$ cat src/logic/uart_config.svh
// UART build constants, included by every block that sizes a FIFO, counter or divisor
`ifndef UART_CONFIG_SVH
`define UART_CONFIG_SVH

////////////////////
// fifo geometry
`define UART_FIFO_DEPTH 16
`define UART_PTR_W 4          // log2 of the depth

////////////////////
// bit timing
`define UART_OVERSAMPLE_W 4   // 16 baud pulses per serial bit
`define UART_PRESCALE 0       // zero bits appended below the divisor

// low divisor byte out of reset, DLM clears to 0
`define UART_DLL_RESET 8'd1

`endif

$ cat src/logic/uartRegPkg.sv
// register map types of the UART, shared by the register block and both engines
package uartRegPkg;

  // byte offsets, several shared between read and write
  typedef enum logic [2:0] {
    addrRbr  = 3'd0,  // RBR read, THR write, DLL with DLAB
    addrIer  = 3'd1,  // DLM with DLAB
    addrIir  = 3'd2,  // IIR read, FCR write
    addrLcr  = 3'd3,
    addrMcr  = 3'd4,
    addrLsr  = 3'd5,
    addrMsr  = 3'd6,
    addrRsvd = 3'd7
  } regAddrT;

  typedef struct packed {
    logic       dlab;        // divisor latch access
    logic       setBreak;    // kept, no line effect
    logic       stickParity; // kept, no line effect
    logic       evenParity;
    logic       parityEn;
    logic       twoStops;
    logic [1:0] wordLen;     // 0 is 5 bits, 3 is 8 bits
  } lcrT;

  typedef struct packed {
    logic [1:0] trigLevel;   // rx trigger 1, 4, 8, 14
    logic       fifoEn;      // shows in IIR[7:6]
  } fcrT;

  typedef struct packed {
    logic fifoErr;   // some queued entry carries an error
    logic temt;      // fifo and shifter both empty
    logic thre;
    logic brk;
    logic framing;
    logic parity;
    logic overrun;
    logic dataReady;
  } lsrT;

  // interrupt identity, higher code wins
  typedef enum logic [2:0] {
    intrNone       = 3'd0,
    intrThrEmpty   = 3'd1,
    intrRxData     = 3'd2,
    intrLineStatus = 3'd3
  } intrIdT;

  // the part of LCR the serial engines need
  typedef struct packed {
    logic [1:0] wordLen;
    logic       parityEn;
    logic       evenParity;
    logic       twoStops;
  } frameCfgT;

endpackage

$ cat src/logic/uartLinePkg.sv
// serial line types, used by the transmitter, the receiver and the receive queue
package uartLinePkg;

  // engine state, done lasts one HCLK cycle
  typedef enum logic [1:0] {
    lineIdle   = 2'd0,
    lineActive = 2'd1,
    lineDone   = 2'd2
  } lineStateT;

  // one received character, error flags on top so the FIFO can OR them
  typedef struct packed {
    logic       overrun;
    logic       parityErr;
    logic       framingErr;
    logic [7:0] data;        // right aligned, upper bits zero
  } rxEntryT;

endpackage

$ cat src/logic/charFifo.sv
// circular FIFO with a typed entry, instanced once for tx bytes and once for rx entries
`timescale 1ns/1ps
`include "uart_config.svh"

module charFifo #(
  parameter type entryT = logic [7:0]
) (
  input  logic                 HCLK,
  input  logic                 HRESETn,
  input  logic                 push,
  input  logic                 pop,
  input  logic                 clear,     // empties the queue
  input  entryT                wrEntry,
  output entryT                rdEntry,   // head of the queue
  output logic                 empty,
  output logic [`UART_PTR_W:0] count,
  output logic                 hasErr
);
  typedef logic [`UART_PTR_W-1:0] idxT;

  localparam int EntryW = $bits(entryT);
  localparam logic [`UART_PTR_W:0] Depth = `UART_FIFO_DEPTH;

  entryT mem [`UART_FIFO_DEPTH];
  logic [`UART_PTR_W:0] head, tail;        // extra msb tells full from empty
  logic [`UART_FIFO_DEPTH-1:0] entryErr;
  idxT offset;
  logic doPush, doPop;

  assign count   = head - tail;
  assign empty   = (count == '0);
  assign doPush  = push & (count != Depth); // full queue drops the write
  assign doPop   = pop & ~empty;
  assign rdEntry = mem[tail[`UART_PTR_W-1:0]];

  always_ff @(posedge HCLK or negedge HRESETn) begin
    if (!HRESETn) begin
      head <= '0;
      tail <= '0;
    end else if (clear) begin
      head <= '0;
      tail <= '0;
    end else begin
      if (doPush) head <= head + 1'b1;
      if (doPop) tail <= tail + 1'b1;
    end
  end

  always_ff @(posedge HCLK) begin
    if (doPush) mem[head[`UART_PTR_W-1:0]] <= wrEntry;
  end

  ////////////////////
  // error summary
  if (EntryW > 8) begin : gErr
    for (genvar i = 0; i < `UART_FIFO_DEPTH; i++) begin : gSlot
      assign entryErr[i] = |mem[i][EntryW-1 -: 3]; // top three bits are flags
    end
  end else begin : gNoErr
    assign entryErr = '0;                           // plain bytes carry no flags
  end

  // stale slots outside tail..head are ignored
  always_comb begin
    hasErr = 1'b0;
    for (int i = 0; i < `UART_FIFO_DEPTH; i++) begin
      offset = idxT'(i) - tail[`UART_PTR_W-1:0];
      if ({1'b0, offset} < count) hasErr = hasErr | entryErr[i];
    end
  end

endmodule

$ cat src/logic/baudGen.sv
// baud generator, one HCLK-wide pulse per oversample tick for both serial engines
`timescale 1ns/1ps
`include "uart_config.svh"

module baudGen (
  input  logic        HCLK,
  input  logic        HRESETn,
  input  logic [15:0] divisor,   // {DLM, DLL}
  input  logic        divLoad,   // divisor byte written
  output logic        baudPulse
);
  localparam int CntW = 16 + `UART_PRESCALE;

  logic [CntW-1:0] cnt, period;
  logic hit;

  assign period = CntW'(divisor) << `UART_PRESCALE; // prescale shift
  assign hit    = (cnt == period);

  // counts 1..period, the pulse is registered so it lands one cycle after the hit
  always_ff @(posedge HCLK or negedge HRESETn) begin
    if (!HRESETn) begin
      cnt       <= CntW'(1);
      baudPulse <= 1'b0;
    end else if (divLoad) begin
      cnt       <= CntW'(1);   // restart, next pulse a full period away
      baudPulse <= 1'b0;
    end else begin
      cnt       <= hit ? CntW'(1) : cnt + 1'b1;
      baudPulse <= hit;
    end
  end

endmodule

$ cat src/logic/uartTx.sv
// UART transmitter, takes one byte from the tx FIFO, frames it and shifts it out LSB first
`timescale 1ns/1ps
`include "uart_config.svh"

module uartTx
  import uartRegPkg::*, uartLinePkg::*;
(
  input  logic       HCLK,
  input  logic       HRESETn,
  input  logic       baudPulse,
  input  frameCfgT   frameCfg,
  input  logic       txEmpty,
  input  logic [7:0] txHead,
  output logic       txPop,
  output logic       txBusy,
  output logic       serialOut
);
  lineStateT state;
  logic [`UART_OVERSAMPLE_W-1:0] ovCnt;
  logic [3:0]  bitCnt, bitsLast;
  logic [3:0]  dataBits;
  logic [7:0]  dataMask;
  logic [11:0] frame, shiftReg;     // msb is on the line
  logic        parityBit, bitEnd;

  assign dataBits  = 4'd5 + {2'b00, frameCfg.wordLen};
  assign dataMask  = 8'hff >> (2'd3 - frameCfg.wordLen);
  assign parityBit = ^(txHead & dataMask) ^ ~frameCfg.evenParity;
  // index of the last bit: start + data + parity + stops - 1
  assign bitsLast  = dataBits + {3'b000, frameCfg.parityEn}
                   + {3'b000, frameCfg.twoStops} + 4'd1;
  assign bitEnd    = baudPulse & (ovCnt == '1); // 16th pulse of a bit

  ////////////////////
  // frame builder
  always_comb begin
    frame     = 12'hfff;           // stop bits and padding
    frame[11] = 1'b0;              // start
    for (int i = 0; i < 8; i++) begin
      if (i < dataBits) frame[10 - i] = txHead[i];
    end
    if (frameCfg.parityEn) frame[4'd10 - dataBits] = parityBit;
  end

  assign txPop     = (state == lineIdle) & ~txEmpty; // pop and load together
  assign txBusy    = (state != lineIdle);
  assign serialOut = shiftReg[11];

  always_ff @(posedge HCLK or negedge HRESETn) begin
    if (!HRESETn) begin
      state    <= lineIdle;
      ovCnt    <= '0;
      bitCnt   <= '0;
      shiftReg <= 12'hfff;         // line idles high
    end else begin
      case (state)
        lineIdle: begin
          if (txPop) begin
            state    <= lineActive;
            ovCnt    <= '0;
            bitCnt   <= '0;
            shiftReg <= frame;     // start bit out on this edge
          end
        end
        lineActive: begin
          if (baudPulse) ovCnt <= ovCnt + 1'b1;
          if (bitEnd) begin
            shiftReg <= {shiftReg[10:0], 1'b1};
            bitCnt   <= bitCnt + 4'd1;
            if (bitCnt == bitsLast) state <= lineDone;
          end
        end
        default: state <= lineIdle; // done for one cycle
      endcase
    end
  end

endmodule

$ cat src/logic/uartRx.sv
// UART receiver, 16x oversampled, de-frames one character and flags its errors for the rx FIFO
`timescale 1ns/1ps
`include "uart_config.svh"

module uartRx
  import uartRegPkg::*, uartLinePkg::*;
(
  input  logic     HCLK,
  input  logic     HRESETn,
  input  logic     baudPulse,
  input  frameCfgT frameCfg,
  input  logic     serialIn,
  input  logic     rxFull,    // queue holds 15, next push overruns
  output logic     rxPush,
  output rxEntryT  rxEntry,
  output logic     rxDone     // stop bit sampled
);
  localparam logic [`UART_OVERSAMPLE_W-1:0] MidCnt = 1 << (`UART_OVERSAMPLE_W - 1);

  lineStateT state;
  logic sinMeta, sinSync;
  logic [`UART_OVERSAMPLE_W-1:0] ovCnt;
  logic [3:0] bitCnt, bitsLast, dataBits;
  logic [9:0] shiftReg;       // newest bit in [0], start bit falls off
  logic [7:0] rxData;
  logic sample, parityErr;

  assign dataBits = 4'd5 + {2'b00, frameCfg.wordLen};
  assign bitsLast = dataBits + {3'b000, frameCfg.parityEn} + 4'd1; // one stop checked
  assign sample   = baudPulse & (state == lineActive) & (ovCnt == MidCnt);
  assign rxDone   = sample & (bitCnt == bitsLast);
  assign rxPush   = (state == lineDone);

  ////////////////////
  // sync and bit timing
  always_ff @(posedge HCLK or negedge HRESETn) begin
    if (!HRESETn) begin
      sinMeta <= 1'b1;
      sinSync <= 1'b1;
      state   <= lineIdle;
      ovCnt   <= '0;
      bitCnt  <= '0;
    end else begin
      sinMeta <= serialIn;
      sinSync <= sinMeta;
      case (state)
        lineIdle: begin
          if (!sinSync) begin      // falling edge, start bit
            state  <= lineActive;
            ovCnt  <= '0;
            bitCnt <= '0;
          end
        end
        lineActive: begin
          if (baudPulse) ovCnt <= ovCnt + 1'b1;
          if (sample) bitCnt <= bitCnt + 4'd1;
          if (sample && bitCnt == 4'd0 && sinSync) state <= lineIdle; // glitch, not a start
          else if (rxDone) state <= lineDone;
        end
        default: state <= lineIdle;
      endcase
    end
  end

  always_ff @(posedge HCLK) begin
    if (sample) shiftReg <= {shiftReg[8:0], sinSync};
  end

  ////////////////////
  // de-framing, data sits just above parity and stop
  always_comb begin
    rxData = 8'h00;
    for (int i = 0; i < 8; i++) begin
      if (i < dataBits) rxData[i] = shiftReg[dataBits + frameCfg.parityEn - i];
    end
  end

  // parity bit lands in [1] when enabled
  assign parityErr = frameCfg.parityEn & (shiftReg[1] ^ ^rxData ^ ~frameCfg.evenParity);
  assign rxEntry   = {rxFull, parityErr, ~shiftReg[0], rxData};

endmodule

$ cat src/logic/uartRegs.sv
// UART register file: byte bus decode, read mux, line status and interrupt priority
`timescale 1ns/1ps
`include "uart_config.svh"

module uartRegs
  import uartRegPkg::*, uartLinePkg::*;
(
  input  logic                 HCLK,
  input  logic                 HRESETn,
  input  regAddrT              addr,
  input  logic [7:0]           din,
  input  logic                 memRb,
  input  logic                 memWb,
  output logic [7:0]           dout,
  output logic                 intr,
  input  logic                 txEmpty,
  input  logic                 txBusy,
  input  rxEntryT              rxHead,
  input  logic                 rxEmpty,
  input  logic [`UART_PTR_W:0] rxCount,
  input  logic                 rxHasErr,
  input  logic                 rxPush,
  input  rxEntryT              rxEntry,   // entry being pushed
  output frameCfgT             frameCfg,
  output logic [15:0]          divisor,
  output logic                 divLoad,
  output logic                 txPush,
  output logic [7:0]           txByte,
  output logic                 rxPop,
  output logic                 txFifoClr,
  output logic                 rxFifoClr,
  output logic                 loop
);
  typedef logic [`UART_PTR_W:0] countT;

  lcrT  lcr;
  fcrT  fcr;
  lsrT  lsr;
  logic [2:0] ier;            // line status, thre, rx data enables
  logic [7:0] dll, dlm;
  logic [2:0] errSticky;      // framing, parity, overrun as in LSR[3:1]
  logic threSquash;
  intrIdT intrId;
  countT trigCount;
  logic wrEn, rdEn;

  assign wrEn = ~memWb;
  assign rdEn = ~memRb;

  ////////////////////
  // bus strobes
  assign txPush    = wrEn & (addr == addrRbr) & ~lcr.dlab;
  assign txByte    = din;
  assign rxPop     = rdEn & (addr == addrRbr) & ~lcr.dlab;  // pop at the end of the read
  assign divLoad   = wrEn & lcr.dlab & ((addr == addrRbr) | (addr == addrIer));
  assign txFifoClr = wrEn & (addr == addrIir) & din[2];
  assign rxFifoClr = wrEn & (addr == addrIir) & din[1];
  assign divisor   = {dlm, dll};
  assign frameCfg  = {lcr.wordLen, lcr.parityEn, lcr.evenParity, lcr.twoStops};

  always_ff @(posedge HCLK or negedge HRESETn) begin
    if (!HRESETn) begin
      lcr  <= '0;
      fcr  <= '0;
      ier  <= '0;
      dll  <= `UART_DLL_RESET;
      dlm  <= 8'h00;
      loop <= 1'b0;
    end else if (wrEn) begin
      case (addr)
        addrRbr: if (lcr.dlab) dll <= din;
        addrIer: begin
          if (lcr.dlab) dlm <= din;
          else ier <= din[2:0];
        end
        addrIir: fcr <= {din[7:6], din[0]}; // reset bits 2:1 self-clear
        addrLcr: lcr <= din;
        addrMcr: loop <= din[4];
        default: ;                           // LSR handled below, MSR and 7 ignored
      endcase
    end
  end

  ////////////////////
  // line status
  always_ff @(posedge HCLK or negedge HRESETn) begin
    if (!HRESETn) begin
      errSticky <= '0;
    end else if (wrEn && addr == addrLsr) begin
      errSticky <= errSticky | din[3:1];     // test path, 6:4 follow the datapath
    end else begin
      errSticky <= ((rdEn && addr == addrLsr) ? 3'b000 : errSticky)
                 | (rxPush ? {rxEntry.framingErr, rxEntry.parityErr, rxEntry.overrun}
                           : 3'b000);
    end
  end

  always_comb begin
    lsr.fifoErr   = rxHasErr;
    lsr.temt      = txEmpty & ~txBusy;
    lsr.thre      = txEmpty;
    lsr.brk       = 1'b0;
    lsr.framing   = errSticky[2];
    lsr.parity    = errSticky[1];
    lsr.overrun   = errSticky[0];
    lsr.dataReady = ~rxEmpty;
  end

  ////////////////////
  // interrupts
  always_comb begin
    case (fcr.trigLevel)
      2'd0:    trigCount = countT'(1);
      2'd1:    trigCount = countT'(4);
      2'd2:    trigCount = countT'(8);
      default: trigCount = countT'(14);
    endcase
  end

  always_comb begin
    if (ier[2] && errSticky != 3'b000) intrId = intrLineStatus;
    else if (ier[0] && rxCount >= trigCount) intrId = intrRxData;
    else if (ier[1] && txEmpty && !threSquash) intrId = intrThrEmpty;
    else intrId = intrNone;
  end

  // an IIR read that showed THRE hides it until the tx FIFO fills again
  always_ff @(posedge HCLK or negedge HRESETn) begin
    if (!HRESETn) begin
      threSquash <= 1'b0;
      intr       <= 1'b0;
    end else begin
      threSquash <= txEmpty
                  & (threSquash | (rdEn & (addr == addrIir) & (intrId == intrThrEmpty)));
      intr       <= (intrId != intrNone); // one cycle behind, glitch free
    end
  end

  ////////////////////
  // read mux
  always_comb begin
    dout = 8'h00;
    if (rdEn) begin
      case (addr)
        addrRbr: dout = lcr.dlab ? dll : rxHead.data;
        addrIer: dout = lcr.dlab ? dlm : {5'b00000, ier};
        addrIir: dout = {{2{fcr.fifoEn}}, 2'b00, intrId, 1'b1};
        addrLcr: dout = lcr;
        addrMcr: dout = {3'b000, loop, 4'b0000};
        addrLsr: dout = lsr;
        default: dout = 8'h00;              // no modem status, no scratch
      endcase
    end
  end

endmodule

$ cat src/logic/uartTop.sv
// UART top level, ties registers, baud generator, both engines, both FIFOs and loopback
`timescale 1ns/1ps
`include "uart_config.svh"

module uartTop
  import uartRegPkg::*, uartLinePkg::*;
(
  input  logic       HCLK,
  input  logic       HRESETn,
  input  regAddrT    addr,
  input  logic [7:0] din,
  input  logic       memRb,
  input  logic       memWb,
  output logic [7:0] dout,
  output logic       intr,
  input  logic       sin,
  output logic       sout
);
  localparam logic [`UART_PTR_W:0] FullMark = `UART_FIFO_DEPTH - 1;

  frameCfgT frameCfg;
  logic [15:0] divisor;
  logic divLoad, baudPulse, loop;
  logic txPush, txPop, txEmpty, txBusy, txFifoClr, txLine;
  logic [7:0] txByte, txHead;
  logic rxPush, rxPop, rxEmpty, rxHasErr, rxFifoClr, rxFull, rxIn;
  logic [`UART_PTR_W:0] rxCount;
  rxEntryT rxEntry, rxHead;

  assign rxFull = (rxCount == FullMark);       // overrun mark for the receiver
  assign rxIn   = loop ? txLine : sin;         // internal loopback
  assign sout   = loop ? 1'b1 : txLine;        // pin parked high in loop

  uartRegs regs (
    .HCLK, .HRESETn, .addr, .din, .memRb, .memWb, .dout, .intr,
    .txEmpty, .txBusy, .rxHead, .rxEmpty, .rxCount, .rxHasErr, .rxPush, .rxEntry,
    .frameCfg, .divisor, .divLoad, .txPush, .txByte, .rxPop,
    .txFifoClr, .rxFifoClr, .loop
  );

  baudGen baud (
    .HCLK, .HRESETn, .divisor, .divLoad, .baudPulse
  );

  charFifo #(.entryT(logic [7:0])) txFifo (
    .HCLK, .HRESETn,
    .push(txPush), .pop(txPop), .clear(txFifoClr), .wrEntry(txByte),
    .rdEntry(txHead), .empty(txEmpty), .count(), .hasErr()
  );

  uartTx tx (
    .HCLK, .HRESETn, .baudPulse, .frameCfg, .txEmpty, .txHead,
    .txPop, .txBusy, .serialOut(txLine)
  );

  uartRx rx (
    .HCLK, .HRESETn, .baudPulse, .frameCfg, .serialIn(rxIn), .rxFull,
    .rxPush, .rxEntry, .rxDone()                // push follows one cycle later
  );

  charFifo #(.entryT(rxEntryT)) rxFifo (
    .HCLK, .HRESETn,
    .push(rxPush), .pop(rxPop), .clear(rxFifoClr), .wrEntry(rxEntry),
    .rdEntry(rxHead), .empty(rxEmpty), .count(rxCount), .hasErr(rxHasErr)
  );

endmodule

$ cat config.mk
export PLATFORM = sky130hd
export DESIGN_NAME = uartTop
export DESIGN_NICKNAME = d
export VERILOG_FILES = /design/src/logic/uartRegPkg.sv /design/src/logic/uartLinePkg.sv /design/src/logic/charFifo.sv /design/src/logic/baudGen.sv /design/src/logic/uartTx.sv /design/src/logic/uartRx.sv /design/src/logic/uartRegs.sv /design/src/logic/uartTop.sv
export VERILOG_INCLUDE_DIRS = /design/src /design/src/logic
export SDC_FILE = /design/constraint.sdc
export NUM_CORES = 1
export LEC_CHECK = 0
export BUFFER_PORTS_ARGS = -buffer_cell sky130_fd_sc_hd__buf_2
export CAP_MARGIN = 20
export CORE_MARGIN = 3
export CORE_UTILIZATION = 45
export CTS_CLUSTER_SIZE = 20
export DETAILED_ROUTE_END_ITERATION = 16
export PLACE_DENSITY = 0.63
export SYNTH_ARGS = -nofsm -noshare
export SYNTH_HDL_FRONTEND = slang
export SYNTH_SLANG_ARGS = --single-unit
$ cat constraint.sdc
create_clock -name HCLK -period 11.3 [get_ports HCLK]
set_clock_uncertainty 0.15 [all_clocks]
set_input_delay 2.26 -clock HCLK [delete_from_list [all_inputs] [get_ports HCLK]]
set_output_delay 2.26 -clock HCLK [all_outputs]
set_load 0.1 [all_outputs]
==> results of run 1 <==
-- metrics by stage --
step	hold slack (ns)	setup WS, ns	instances	utilization [%]	instance area (um^2)
finish	0.212	3.76	2021	51.3	22200
global route	0.224	3.55	2021	51.3	22200
CTS	0.218	3.79	2017	51.3	22200
detailed placement	0.201	4.44	1933	47.7	20600
global placement	0.206	4.48	1932	47.7	20600
floorplan	0.195	3.84	1358	-	19800
-- registers in the layout (all words and copies together) (netlist names), 4 cells and up --
signal,flops
txFifo.mem,128
baud.cnt,16
regs.dll,8
txFifo.head,5
regs.frameCfg,5
rx.shiftReg,10
rxFifo.head,5
txFifo.tail,5
rxFifo.mem,176
tx.bitCnt,4
tx.ovCnt,4
rx.bitCnt,4
rxFifo.tail,5
regs.dlm,8
rx.ovCnt,4
tx.shiftReg,12
-- area by class of cell --
class	instances	area, um^2	share of cell area [%]
multi-input cells	832	7310	32.9
well taps	585	732	3.30
flip-flops and latches	421	12100	54.6
repair buffers	45	283	1.27
inverters	54	203	0.912
clock inverters	33	383	1.72
clock buffers	51	1170	5.27
-- power by group through the flow --
stage / Combinational, mW / Clock [mW] / Sequential [mW]
2_1_floorplan: 1.32 / 0 / 2.02
3_3_place_gp: 1.77 / 0 / 2.05
3_5_place_dp: 1.80 / 0 / 2.05
4_1_cts: 1.81 / 1.57 / 2.02
5_1_grt: 2.02 / 1.63 / 2.03
6_report: 1.82 / 1.54 / 2.02
-- critical path: cells and delay by family, from the launching register on --
kind	cells	cell delay, ns
flops	1	0.89
fa+ha+maj	2	0.73
xor+xnor	1	0.77
buf+inv	3	0.88
compound gates	4	0.77
simple gates	3	0.51
-- Yosys cell counts (all sizes together), types with 8 or more instances --
cell / n / share of area [%]
dfstp: 16 / 2.1
a21oi: 41 / 1.0
o31ai: 8 / 0.30
edfxtp: 314 / 48
mux4: 84 / 9.6
nand2b: 9 / 0.28
xnor2: 46 / 2.0
nor2: 89 / 1.7
dfrtp: 91 / 11
mux2i: 22 / 1.1
nand2: 83 / 1.6
o21ai: 41 / 1.1
and2: 19 / 0.60
nor4: 10 / 0.39
mux2: 35 / 2.0
xor2: 52 / 2.3
ha: 77 / 4.9
nand3: 23 / 0.58
nand4: 18 / 0.57
nor3: 40 / 1.0
inv: 54 / 1.0
buf: 20 / 0.54
a21o: 12 / 0.45
clkbuf: 31 / 0.59
and3: 10 / 0.34
nor2b: 14 / 0.44
-- worst paths after layout --
check / startpoint / endpoint / cells past startpoint
min reg2reg: rx.sinMeta / rx.sinSync / 0
min: rx.sinMeta / rx.sinSync / 0
min in group asynchronous: HRESETn / rx.ovCnt[2] / 1
max reg2reg: regs.frameCfg[3] / rxFifo.mem[6][9] / 13
max: rxFifo.tail[2] / dout[1] / 13
max in group asynchronous: HRESETn / rxFifo.tail[1] / 2
-- cells by family after synthesis --
logic type	count (synthesis)
adders and majority gates	85
DFF	421
buffers and inverters	105
AOI/OAI and AO/OA	167
and+or+nand+nor	340
muxes	141
xor gates and xnor gates	99
-- metal layers --
metal	wire (um)	track usage (%)	share of wire (%)
met1	20200	27.8	45
met2	21300	31.2	47
met3	2640	3.49	5.8
met4	1050	5.25	2.3
met5	0	0	0
==> qor.yml, run 1 <==
die:
  initial_core_util_pct: 45.8
  dieArea_um2: 46600
  io_pins: 26
  placementRows: 76
  core-area_um2: 43300
  die_x_um: 216
  die-height_um: 216
logic_synthesis:
  syn-cell-area_um2: 19800
  synth_seq_area_share_pct: 61.2
  async_flop_share_pct: 25.4
  synth_adder_area_share_pct: 5.36
  syn-num-nets: 1453
  avgSynthCellArea_um2: 14.6
  synth_warnings: 0
  syn_inst: 1358
  synthXorXnorAreaFrac_pct: 4.48
  synthMuxAreaShare_pct: 12.7
  synth-main-ff-cell: "edfxtp_1"
  synth_compound_area_share_pct: 5.74
  synth-seq-cells: 421
  yosys.area_share.simple_pct: 8.40
  ys_types: 76
  synth_edf_count: 314
  synth_top_family_by_area: "multiplexers"
power:
  powerDensity_nw_per_um2: 242
  p_int_mw: 3.59
  pwr-share-comb_pct: 33.8
  power_mw: 5.38
  power_frac_clock_pct: 28.6
  vdd_drop_max_uv: 172
  power_frac_seq_pct: 37.6
  power_leakage_nw: 8.12
  swShare_pct: 33.3
  netSwitchingPower_mw: 1.79
critical_path:
  worst_path_max_delay_cell: "dfrtp_1"
  rrSetupSlack_ns: 6.33
  cp-start-kind: "flop"
  slowest_delay_ns: 0.89
  path_class: "flop to output pin"
  worstSetupEndpointType: "output pin"
  worstPathRequired_ns: 8.89
  crit_chain: "inv_1 > ha_1 > xor2_1 > inv_1 > ha_1 > a21oi_1 > nor2b_1 > o31a_1 > o41ai_1 > nor3b_1 > a311oi_1 > nor2_1 > buf_2"
  cp.arrival_ns: 5.13
  cp_max_fo: 16
detailed_routing:
  drc: 0
  routed_wl_um: 45200
  viasPerCell: 5.64
  dr.pass1.iters: 5
  detail_route.wl_per_cell_um: 22.4
  ant_nets: 0
  first_iter_violations: 998
  num_vias: 11397
timing:
  setup_viol: 0
  finalHoldViolations: 0
  worstMarginPinSlew_ns: 1.07
  fin_crit_sh_pct: 66.7
  rsz0062_at_grt: "false"
  tns_ns: 0
  min_period_ns: 7.54
  fmax_ghz: 0.133
  slew_headroom_pct: 28.0
  slew_viol_final: 0
global_route:
  grt_antenna_before_repair: 1
  grt_max_degree: 77
  grt_pass1_vias: 11371
  grt-ovfl-total: 0
  grt_first_pass_wirelength_um: 69200
  track_usage_pct: 19.5
clock_network:
  cts.hold.buffers_added: 0
  htreeDepth: 2
  post-cts-setup-buffers: 0
  cts_tree: "done"
  cts_buffers: 46
  cts.clk_slew.worst_paths_ns: 0.06
  insertion_delay_ns: 0.59
  cts_num_sinks: 421
  cts_resized: 0
  clockRootBuffer: "clkbuf_16"
  cts_max_path_buffers: 3
finish:
  most-common-layout-cells: "314 x edfxtp_1, 89 x nor2_1, 88 x dfrtp_1"
  nFillCells: 3600
  syn2layout_area_growth_pct: 12.0
  fin_nets: 1495
  layout_commonest_cell: "edfxtp_1"
  layout-drive-gt1-share_pct: 18.7
  antenna_cells_inserted: 0
place:
  hpwl_um: 29800
  io_buffers: 25
  gp_congestion: 0.848
worst_hold_path:
  min_path_type: "flop to flop"
flow_run:
  cap_violations: 0
outcome:
  outcome: "complete, no violations"
Note: power is estimated with default switching activity, not from simulation.
==> run 2: changes to the inputs <==
--- a/config.mk
+++ b/config.mk
@@ -6,6 +6,7 @@
 export SDC_FILE = /design/constraint.sdc
 export NUM_CORES = 1
 export LEC_CHECK = 0
+export ABC_AREA = 1
 export BUFFER_PORTS_ARGS = -buffer_cell sky130_fd_sc_hd__buf_2
 export CAP_MARGIN = 20
 export CORE_MARGIN = 3
==> constraint.sdc (replaced) <==
create_clock -name HCLK -period 6.95 [get_ports HCLK]
set_clock_uncertainty 0.15 [all_clocks]
set_input_delay 1.39 -clock HCLK [delete_from_list [all_inputs] [get_ports HCLK]]
set_output_delay 1.39 -clock HCLK [all_outputs]
set_load 0.1 [all_outputs]
==> run 2 against run 1 <==
Global-route usage rose by 1.6 points. Non-clock buffer count rose by 9. Critical path depth rose by 5. Combinational power rose by 98%. Worst setup slack got worse by 2.9 ns. Count of clock-buffer cells in the layout rose by 10. Sequential share of layout area fell by 1.1 points. Via count rose by 29%. Wire length rose by 12%. Worst hold slack got worse by 0.0069 ns. Register-to-register slack got worse by 4.5 ns. Critical endpoint is now dout[7].
==> qor.yml, run 2 <==
outcome:
  outcome: "complete, no violations"
power:
  power_mw: 9.23
  powerDensity_nw_per_um2: 407
  vdd_drop_max_uv: 239
  power_frac_clock_pct: 25.4
  pwr-share-comb_pct: 38.9
  swShare_pct: 39.3
  power_leakage_nw: 9.32
  p_int_mw: 5.61
  netSwitchingPower_mw: 3.63
  power_frac_seq_pct: 35.6
finish:
  layout-drive-gt1-share_pct: 8.16
  finalNonFillerCells: 2736
  nFillCells: 3967
  most-common-layout-cells: "397 x nand2_1, 314 x edfxtp_1, 256 x nor2_1"
  regArea_um2: 12100
  antenna_cells_inserted: 0
  largest_reg_flops: 176
  layout_commonest_cell: "nand2_1"
  fin_nets: 2204
  multi_input_area_um2: 7100
  syn2layout_area_growth_pct: 10.8
  fin_area_um2: 22700
critical_path:
  cp_max_fo: 16
  worstSetupEndpointType: "output pin"
  worstPathRequired_ns: 5.41
  cp-start-kind: "flop"
  path_class: "flop to output pin"
  cp.arrival_ns: 4.51
die:
  die_x_um: 219
  io_pins: 26
  initial_core_util_pct: 45.9
  die-height_um: 219
  dieArea_um2: 48100
  placementRows: 77
  core-area_um2: 44600
timing:
  slew_headroom_pct: 28.3
  tns_ns: 0
  min_period_ns: 6.05
  fin_crit_sh_pct: 87.0
  fmax_ghz: 0.165
  worstMarginPinSlew_ns: 1.07
  setup_viol: 0
  timing.hold.ws_ns: 0.205
  rsz0062_at_grt: "false"
  slew_viol_final: 0
  finalHoldViolations: 0
clock_network:
  cts_buffers: 45
  insertion_delay_ns: 0.57
  cts_max_path_buffers: 3
  cts_resized: 0
  cts_num_sinks: 421
  cts_tree: "done"
  cts.hold.buffers_added: 0
  cts.clk_slew.worst_paths_ns: 0.06
  htreeDepth: 2
  clockRootBuffer: "clkbuf_16"
  post-cts-setup-buffers: 0
logic_synthesis:
  ys_top_cells_by_count: "397 x nand2_1, 314 x edfxtp_1, 256 x nor2_1"
  synth_seq_area_share_pct: 59.2
  synth_area_leaders: "edfxtp_1 46%, dfrtp_1 11%, nand2_1 7.3%, ha_1 4.7%, nor2_1 4.7%"
  syn-cell-area_um2: 20500
  synth_warnings: 0
  synth_edf_count: 314
  synth_top_area_share_pct: 46.0
  synth_compound_area_share_pct: 9.92
  avgSynthCellArea_um2: 9.88
  syn_inst: 2072
  async_flop_share_pct: 25.4
  synthMuxAreaShare_pct: 0
  synth-main-ff-cell: "edfxtp_1"
  synth_adder_area_share_pct: 4.90
  synthMostInstantiatedCell: "nand2_1"
  syn-num-nets: 2167
  yosys.area_share.simple_pct: 17.8
  synthXorXnorAreaFrac_pct: 2.05
  yosys.area.top_type: "edfxtp_1"
  synth_top_family_by_area: "simple AND/OR/NAND/NOR gates"
  synth-seq-cells: 421
  ys_types: 57
place:
  hpwl_um: 34200
  gp_congestion: 0.897
  post-place-cells: 2645
  dpl_cell_area_um2: 21200
  io_buffers: 25
detailed_routing:
  viasPerCell: 5.36
  detail_route.wl_per_cell_um: 18.5
  num_vias: 14671
  ant_nets: 0
  first_iter_violations: 1357
  dr.pass1.iters: 6
  routed_wl_um: 50700
  drc: 0
global_route:
  grt-ovfl-total: 0
  grt_pass1_vias: 13840
  grt_first_pass_wirelength_um: 79100
  grt_max_degree: 74
  grt_antenna_before_repair: 0
  track_usage_pct: 21.1
worst_hold_path:
  min_path_type: "flop to flop"
flow_run:
  cap_violations: 0
run 2: cell count changes after synthesis, moves of 22 or more:
| cell | previous run | this run |
|---|---|---|
| o21ai_1 | 1 | 28 |
| xnor2_1 | 46 | 20 |
| nor2_1 | 89 | 256 |
| mux2i_1 | 22 | 0 |
| mux2_2 | 35 | 0 |
| nand2_1 | 83 | 397 |
| o21ai_0 | 39 | 167 |
| mux4_2 | 80 | 0 |
| inv_1 | 53 | 225 |
| xor2_1 | 51 | 26 |
| nand3_1 | 23 | 136 |
run 2: worst max-delay path, stage by stage, from the launching register on:
cell	delay, ns
dfrtp_1	0.71
inv_1	0.47
ha_1	0.46
a21o_1	0.18
nand2_2	0.19
inv_1	0.25
ha_1	0.35
inv_1	0.05
nor2_1	0.04
o21ai_0	0.18
nand2_1	0.06
o21ai_0	0.07
nor2_1	0.05
nand3_1	0.06
nor2_1	0.04
nand3_1	0.08
nand2_1	0.06
a21oi_1	0.16
buf_2	0.45
run 2: cell families (layout without fill, tap and decap cells):
kind of cell,count (synthesis),in the layout
compound gates,355,355
xor+xnor,47,47
fa+ha+maj,79,79
buf+inv,302,374
flops,421,421
simple gates,868,868
run 2: cell type report:
type | instances | area share, %
clock inverters | 21 | 0.816
multi-input cells | 1349 | 31.3
flip-flops and latches | 421 | 53.5
repair buffers | 54 | 1.64
well taps | 592 | 3.27
inverters | 238 | 3.95
clock buffers | 61 | 5.55
run 2: per-layer routing:
metal	track usage (%)	vias to the layer above	share of wire (%)
met5	0	-	0
met4	5.38	0	2.0
met3	3.99	61	6.1
met2	32.7	404	45
met1	30.6	7084	47
li1	-	7122	-
run 2: final timing paths:
kind / slack, ns / startpoint / cells after the start / to
worst max-delay path: 0.90 / rxFifo.tail[3] / 18 / dout[7]
worst min-delay path: 0.21 / rx.sinMeta / 0 / rx.sinSync
worst max register to register: 1.86 / regs.frameCfg[3] / 18 / rxFifo.mem[13][9]
worst min register to register: 0.21 / rx.sinMeta / 0 / rx.sinSync
max in group asynchronous: 4.70 / HRESETn / 2 / rxFifo.tail[0]
min in group asynchronous: 0.66 / HRESETn / 1 / rx.ovCnt[2]
run 2: per-stage QoR:
stage,util (%),worst slack [ns]
after floorplan,-,0.995
after global placement,47.4,1.64
after detailed placement,47.4,1.52
after CTS,50.7,0.902
after global routing,50.9,0.542
final,50.9,0.904
run 2: power groups by stage:
stage	Clock [mW]	Sequential [mW]	Combinational, mW
after global placement	0	3.33	3.50
after global routing	2.51	3.31	4.06
final	2.35	3.29	3.60
after detailed placement	0	3.34	3.57
after CTS	2.40	3.29	3.59
after floorplan	0	3.29	2.66
==> run 3: changes to the inputs <==
--- a/config.mk
+++ b/config.mk
@@ -10,10 +10,11 @@
 export BUFFER_PORTS_ARGS = -buffer_cell sky130_fd_sc_hd__buf_2
 export CAP_MARGIN = 20
 export CORE_MARGIN = 3
-export CORE_UTILIZATION = 45
+export CORE_UTILIZATION = 60
+export CTS_CLUSTER_DIAMETER = 60
 export CTS_CLUSTER_SIZE = 20
 export DETAILED_ROUTE_END_ITERATION = 16
-export PLACE_DENSITY = 0.63
+export PLACE_DENSITY = 0.79
 export SYNTH_ARGS = -nofsm -noshare
 export SYNTH_HDL_FRONTEND = slang
 export SYNTH_SLANG_ARGS = --single-unit
==> run 3 against run 2 <==
Sequential power hardly changed. Count of clock-buffer cells in the layout is 23 lower. Utilization up 15 points. Final cell count shrank 6.5%. Critical path depth did not move. Total power fell by 6.5%. Global-route usage rose by 4.7 points. Register-to-register slack improved by 0.11 ns. Worst hold slack gained 0.0084 ns. Sequential share of layout area increased by 1.7 points. First-iteration DRC count shrank 11%. Final area fell by 3.0%. Critical path type unchanged. Critical endpoint unchanged. Largest power group unchanged.
==> qor.yml, run 3 (same netlist as run 2, synthesis figures left out) <==
power:
  vdd_drop_max_uv: 315
  power_mw: 8.63
  power_leakage_nw: 9.05
  p_int_mw: 5.12
  swShare_pct: 40.7
  pwr-share-comb_pct: 41.1
  power_frac_clock_pct: 21.0
  netSwitchingPower_mw: 3.51
  powerDensity_nw_per_um2: 393
  power_frac_seq_pct: 38.0
detailed_routing:
  dr.max_layer_used: "met5"
  ant_nets: 0
  detail_route.wl_per_cell_um: 18.3
  drc: 0
  viasPerCell: 5.72
  num_vias: 14631
  first_iter_violations: 1212
  dr.pass1.iters: 5
  wl_met1_um: 19600
  routed-wl-met3_um: 3000
  routed_wl_um: 46700
  met2_length_um: 22500
critical_path:
  cp-start-kind: "flop"
  critPathLaunch: "rxFifo.tail[3]"
  rrSetupSlack_ns: 1.97
  worstSetupEndpointType: "output pin"
  path_class: "flop to output pin"
  cp.arrival_ns: 4.64
  reg2reg_to: "rxFifo.mem[7][9]"
  cp_max_fo: 16
  r2r_cells: 18
  worstPathRequired_ns: 5.41
  regToRegStartpoint: "regs.frameCfg[3]"
  worstSetupEndpoint: "dout[7]"
finish:
  finalNonFillerCells: 2558
  layout-drive-gt1-share_pct: 7.16
  syn2layout_area_growth_pct: 7.41
  layout_commonest_cell: "nand2_1"
  fin_nets: 2182
  most-common-layout-cells: "397 x nand2_1, 314 x edfxtp_1, 256 x nor2_1"
  largest_reg_flops: 176
die:
  dieArea_um2: 36400
  placementRows: 67
  io_pins: 26
  die-height_um: 191
  die_x_um: 191
  initial_core_util_pct: 60.9
  core-area_um2: 33600
timing:
  fin_crit_sh_pct: 88.9
  rsz0062_at_grt: "false"
  slew_headroom_pct: 26.2
  min_period_ns: 6.18
  slew_viol_final: 0
  setup_ws_ns: 0.772
  tns_ns: 0
  finalHoldViolations: 0
  setup_viol: 0
  worstMarginPinSlew_ns: 1.10
  fmax_ghz: 0.162
flow_run:
  cap_violations: 0
place:
  io_buffers: 25
  hpwl_um: 31700
  post-place-cells: 2496
  gp_congestion: 0.930
  dp_slack_ns: 1.45
clock_network:
  cts_resized: 0
  cts.clk_slew.worst_paths_ns: 0.08
  clockRootBuffer: "clkbuf_16"
  cts_tree: "done"
  cts.hold.buffers_added: 0
  cts_buffers: 31
  htreeDepth: 1
  cts_num_sinks: 421
  insertion_delay_ns: 0.57
  cts_max_path_buffers: 3
  post-cts-setup-buffers: 0
global_route:
  grt-ovfl-total: 0
  track_usage_pct: 25.7
  grt_pass1_vias: 14191
  grt_first_pass_wirelength_um: 74200
  grt_antenna_before_repair: 2
  grt_max_degree: 73
outcome:
  outcome: "complete, no violations"
worst_hold_path:
  min_path_type: "flop to flop"
run 3: changes by cell type in the layout (fill, tap and decap cells not counted), sizes merged:
cell and delta:
buf -7, bufinv -2, clkbuf -24, clkinv -12, clkinvlp +1, diode +1
inv +9
run 3: worst min-delay path by stage:
stage / start / end / cells after the start
final: rx.sinMeta / rx.sinSync / 0
after CTS: rx.sinMeta / rx.sinSync / 0
after floorplan: rx.sinMeta / rx.sinSync / 0
after global routing: rx.sinMeta / rx.sinSync / 0
after detailed placement: rx.sinMeta / rx.sinSync / 0
after global placement: rx.sinMeta / rx.sinSync / 0
run 3: area by class of cell:
cell class,count,area [um^2]
antenna,1,2.50
clock buffer,38,812
clock inverter,17,193
fill,2575,11600
inverter,238,896
multi-input combinational,1349,7100
sequential,421,12100
tap,448,561
timing repair buffer,46,304
run 3: per-stage QoR:
stage               hold WS [ns]  util, %  cell area, um^2
CTS                        0.216     65.2            21900
floorplan                  0.195        -            20500
global placement           0.204     62.2            20900
global route               0.220     65.4            22000
detailed placement         0.203     62.2            20900
finish                     0.214     65.4            22000
run 3: critical path, stage by stage (launching register included):
cell     delay [ns]
dfrtp_1        0.70
inv_1          0.44
ha_1           0.46
a21o_1         0.18
nand2_2        0.18
inv_1          0.22
ha_1           0.34
inv_1          0.05
nor2_1         0.04
o21ai_0        0.15
o31ai_1        0.10
nand2_1        0.07
inv_1          0.04
nand3_1        0.07
nor2_1         0.06
nand3_1        0.14
nand2_1        0.09
a21oi_1        0.25
buf_2          0.48
run 3: power by group through the flow:
| stage | clock (mW) | combinational [mW] | sequential, mW |
|---|---|---|---|
| global placement | 0 | 3.38 | 3.32 |
| detailed placement | 0 | 3.50 | 3.33 |
| CTS | 1.83 | 3.52 | 3.27 |
| floorplan | 0 | 2.66 | 3.29 |
| global route | 1.93 | 3.99 | 3.30 |
| finish | 1.81 | 3.54 | 3.28 |
run 3: layer usage:
metal	up-vias	global-route usage, %
met3	100	3.60
met5	-	0
met1	6980	35.0
met4	2	9.09
met2	486	43.0
li1	7063	-
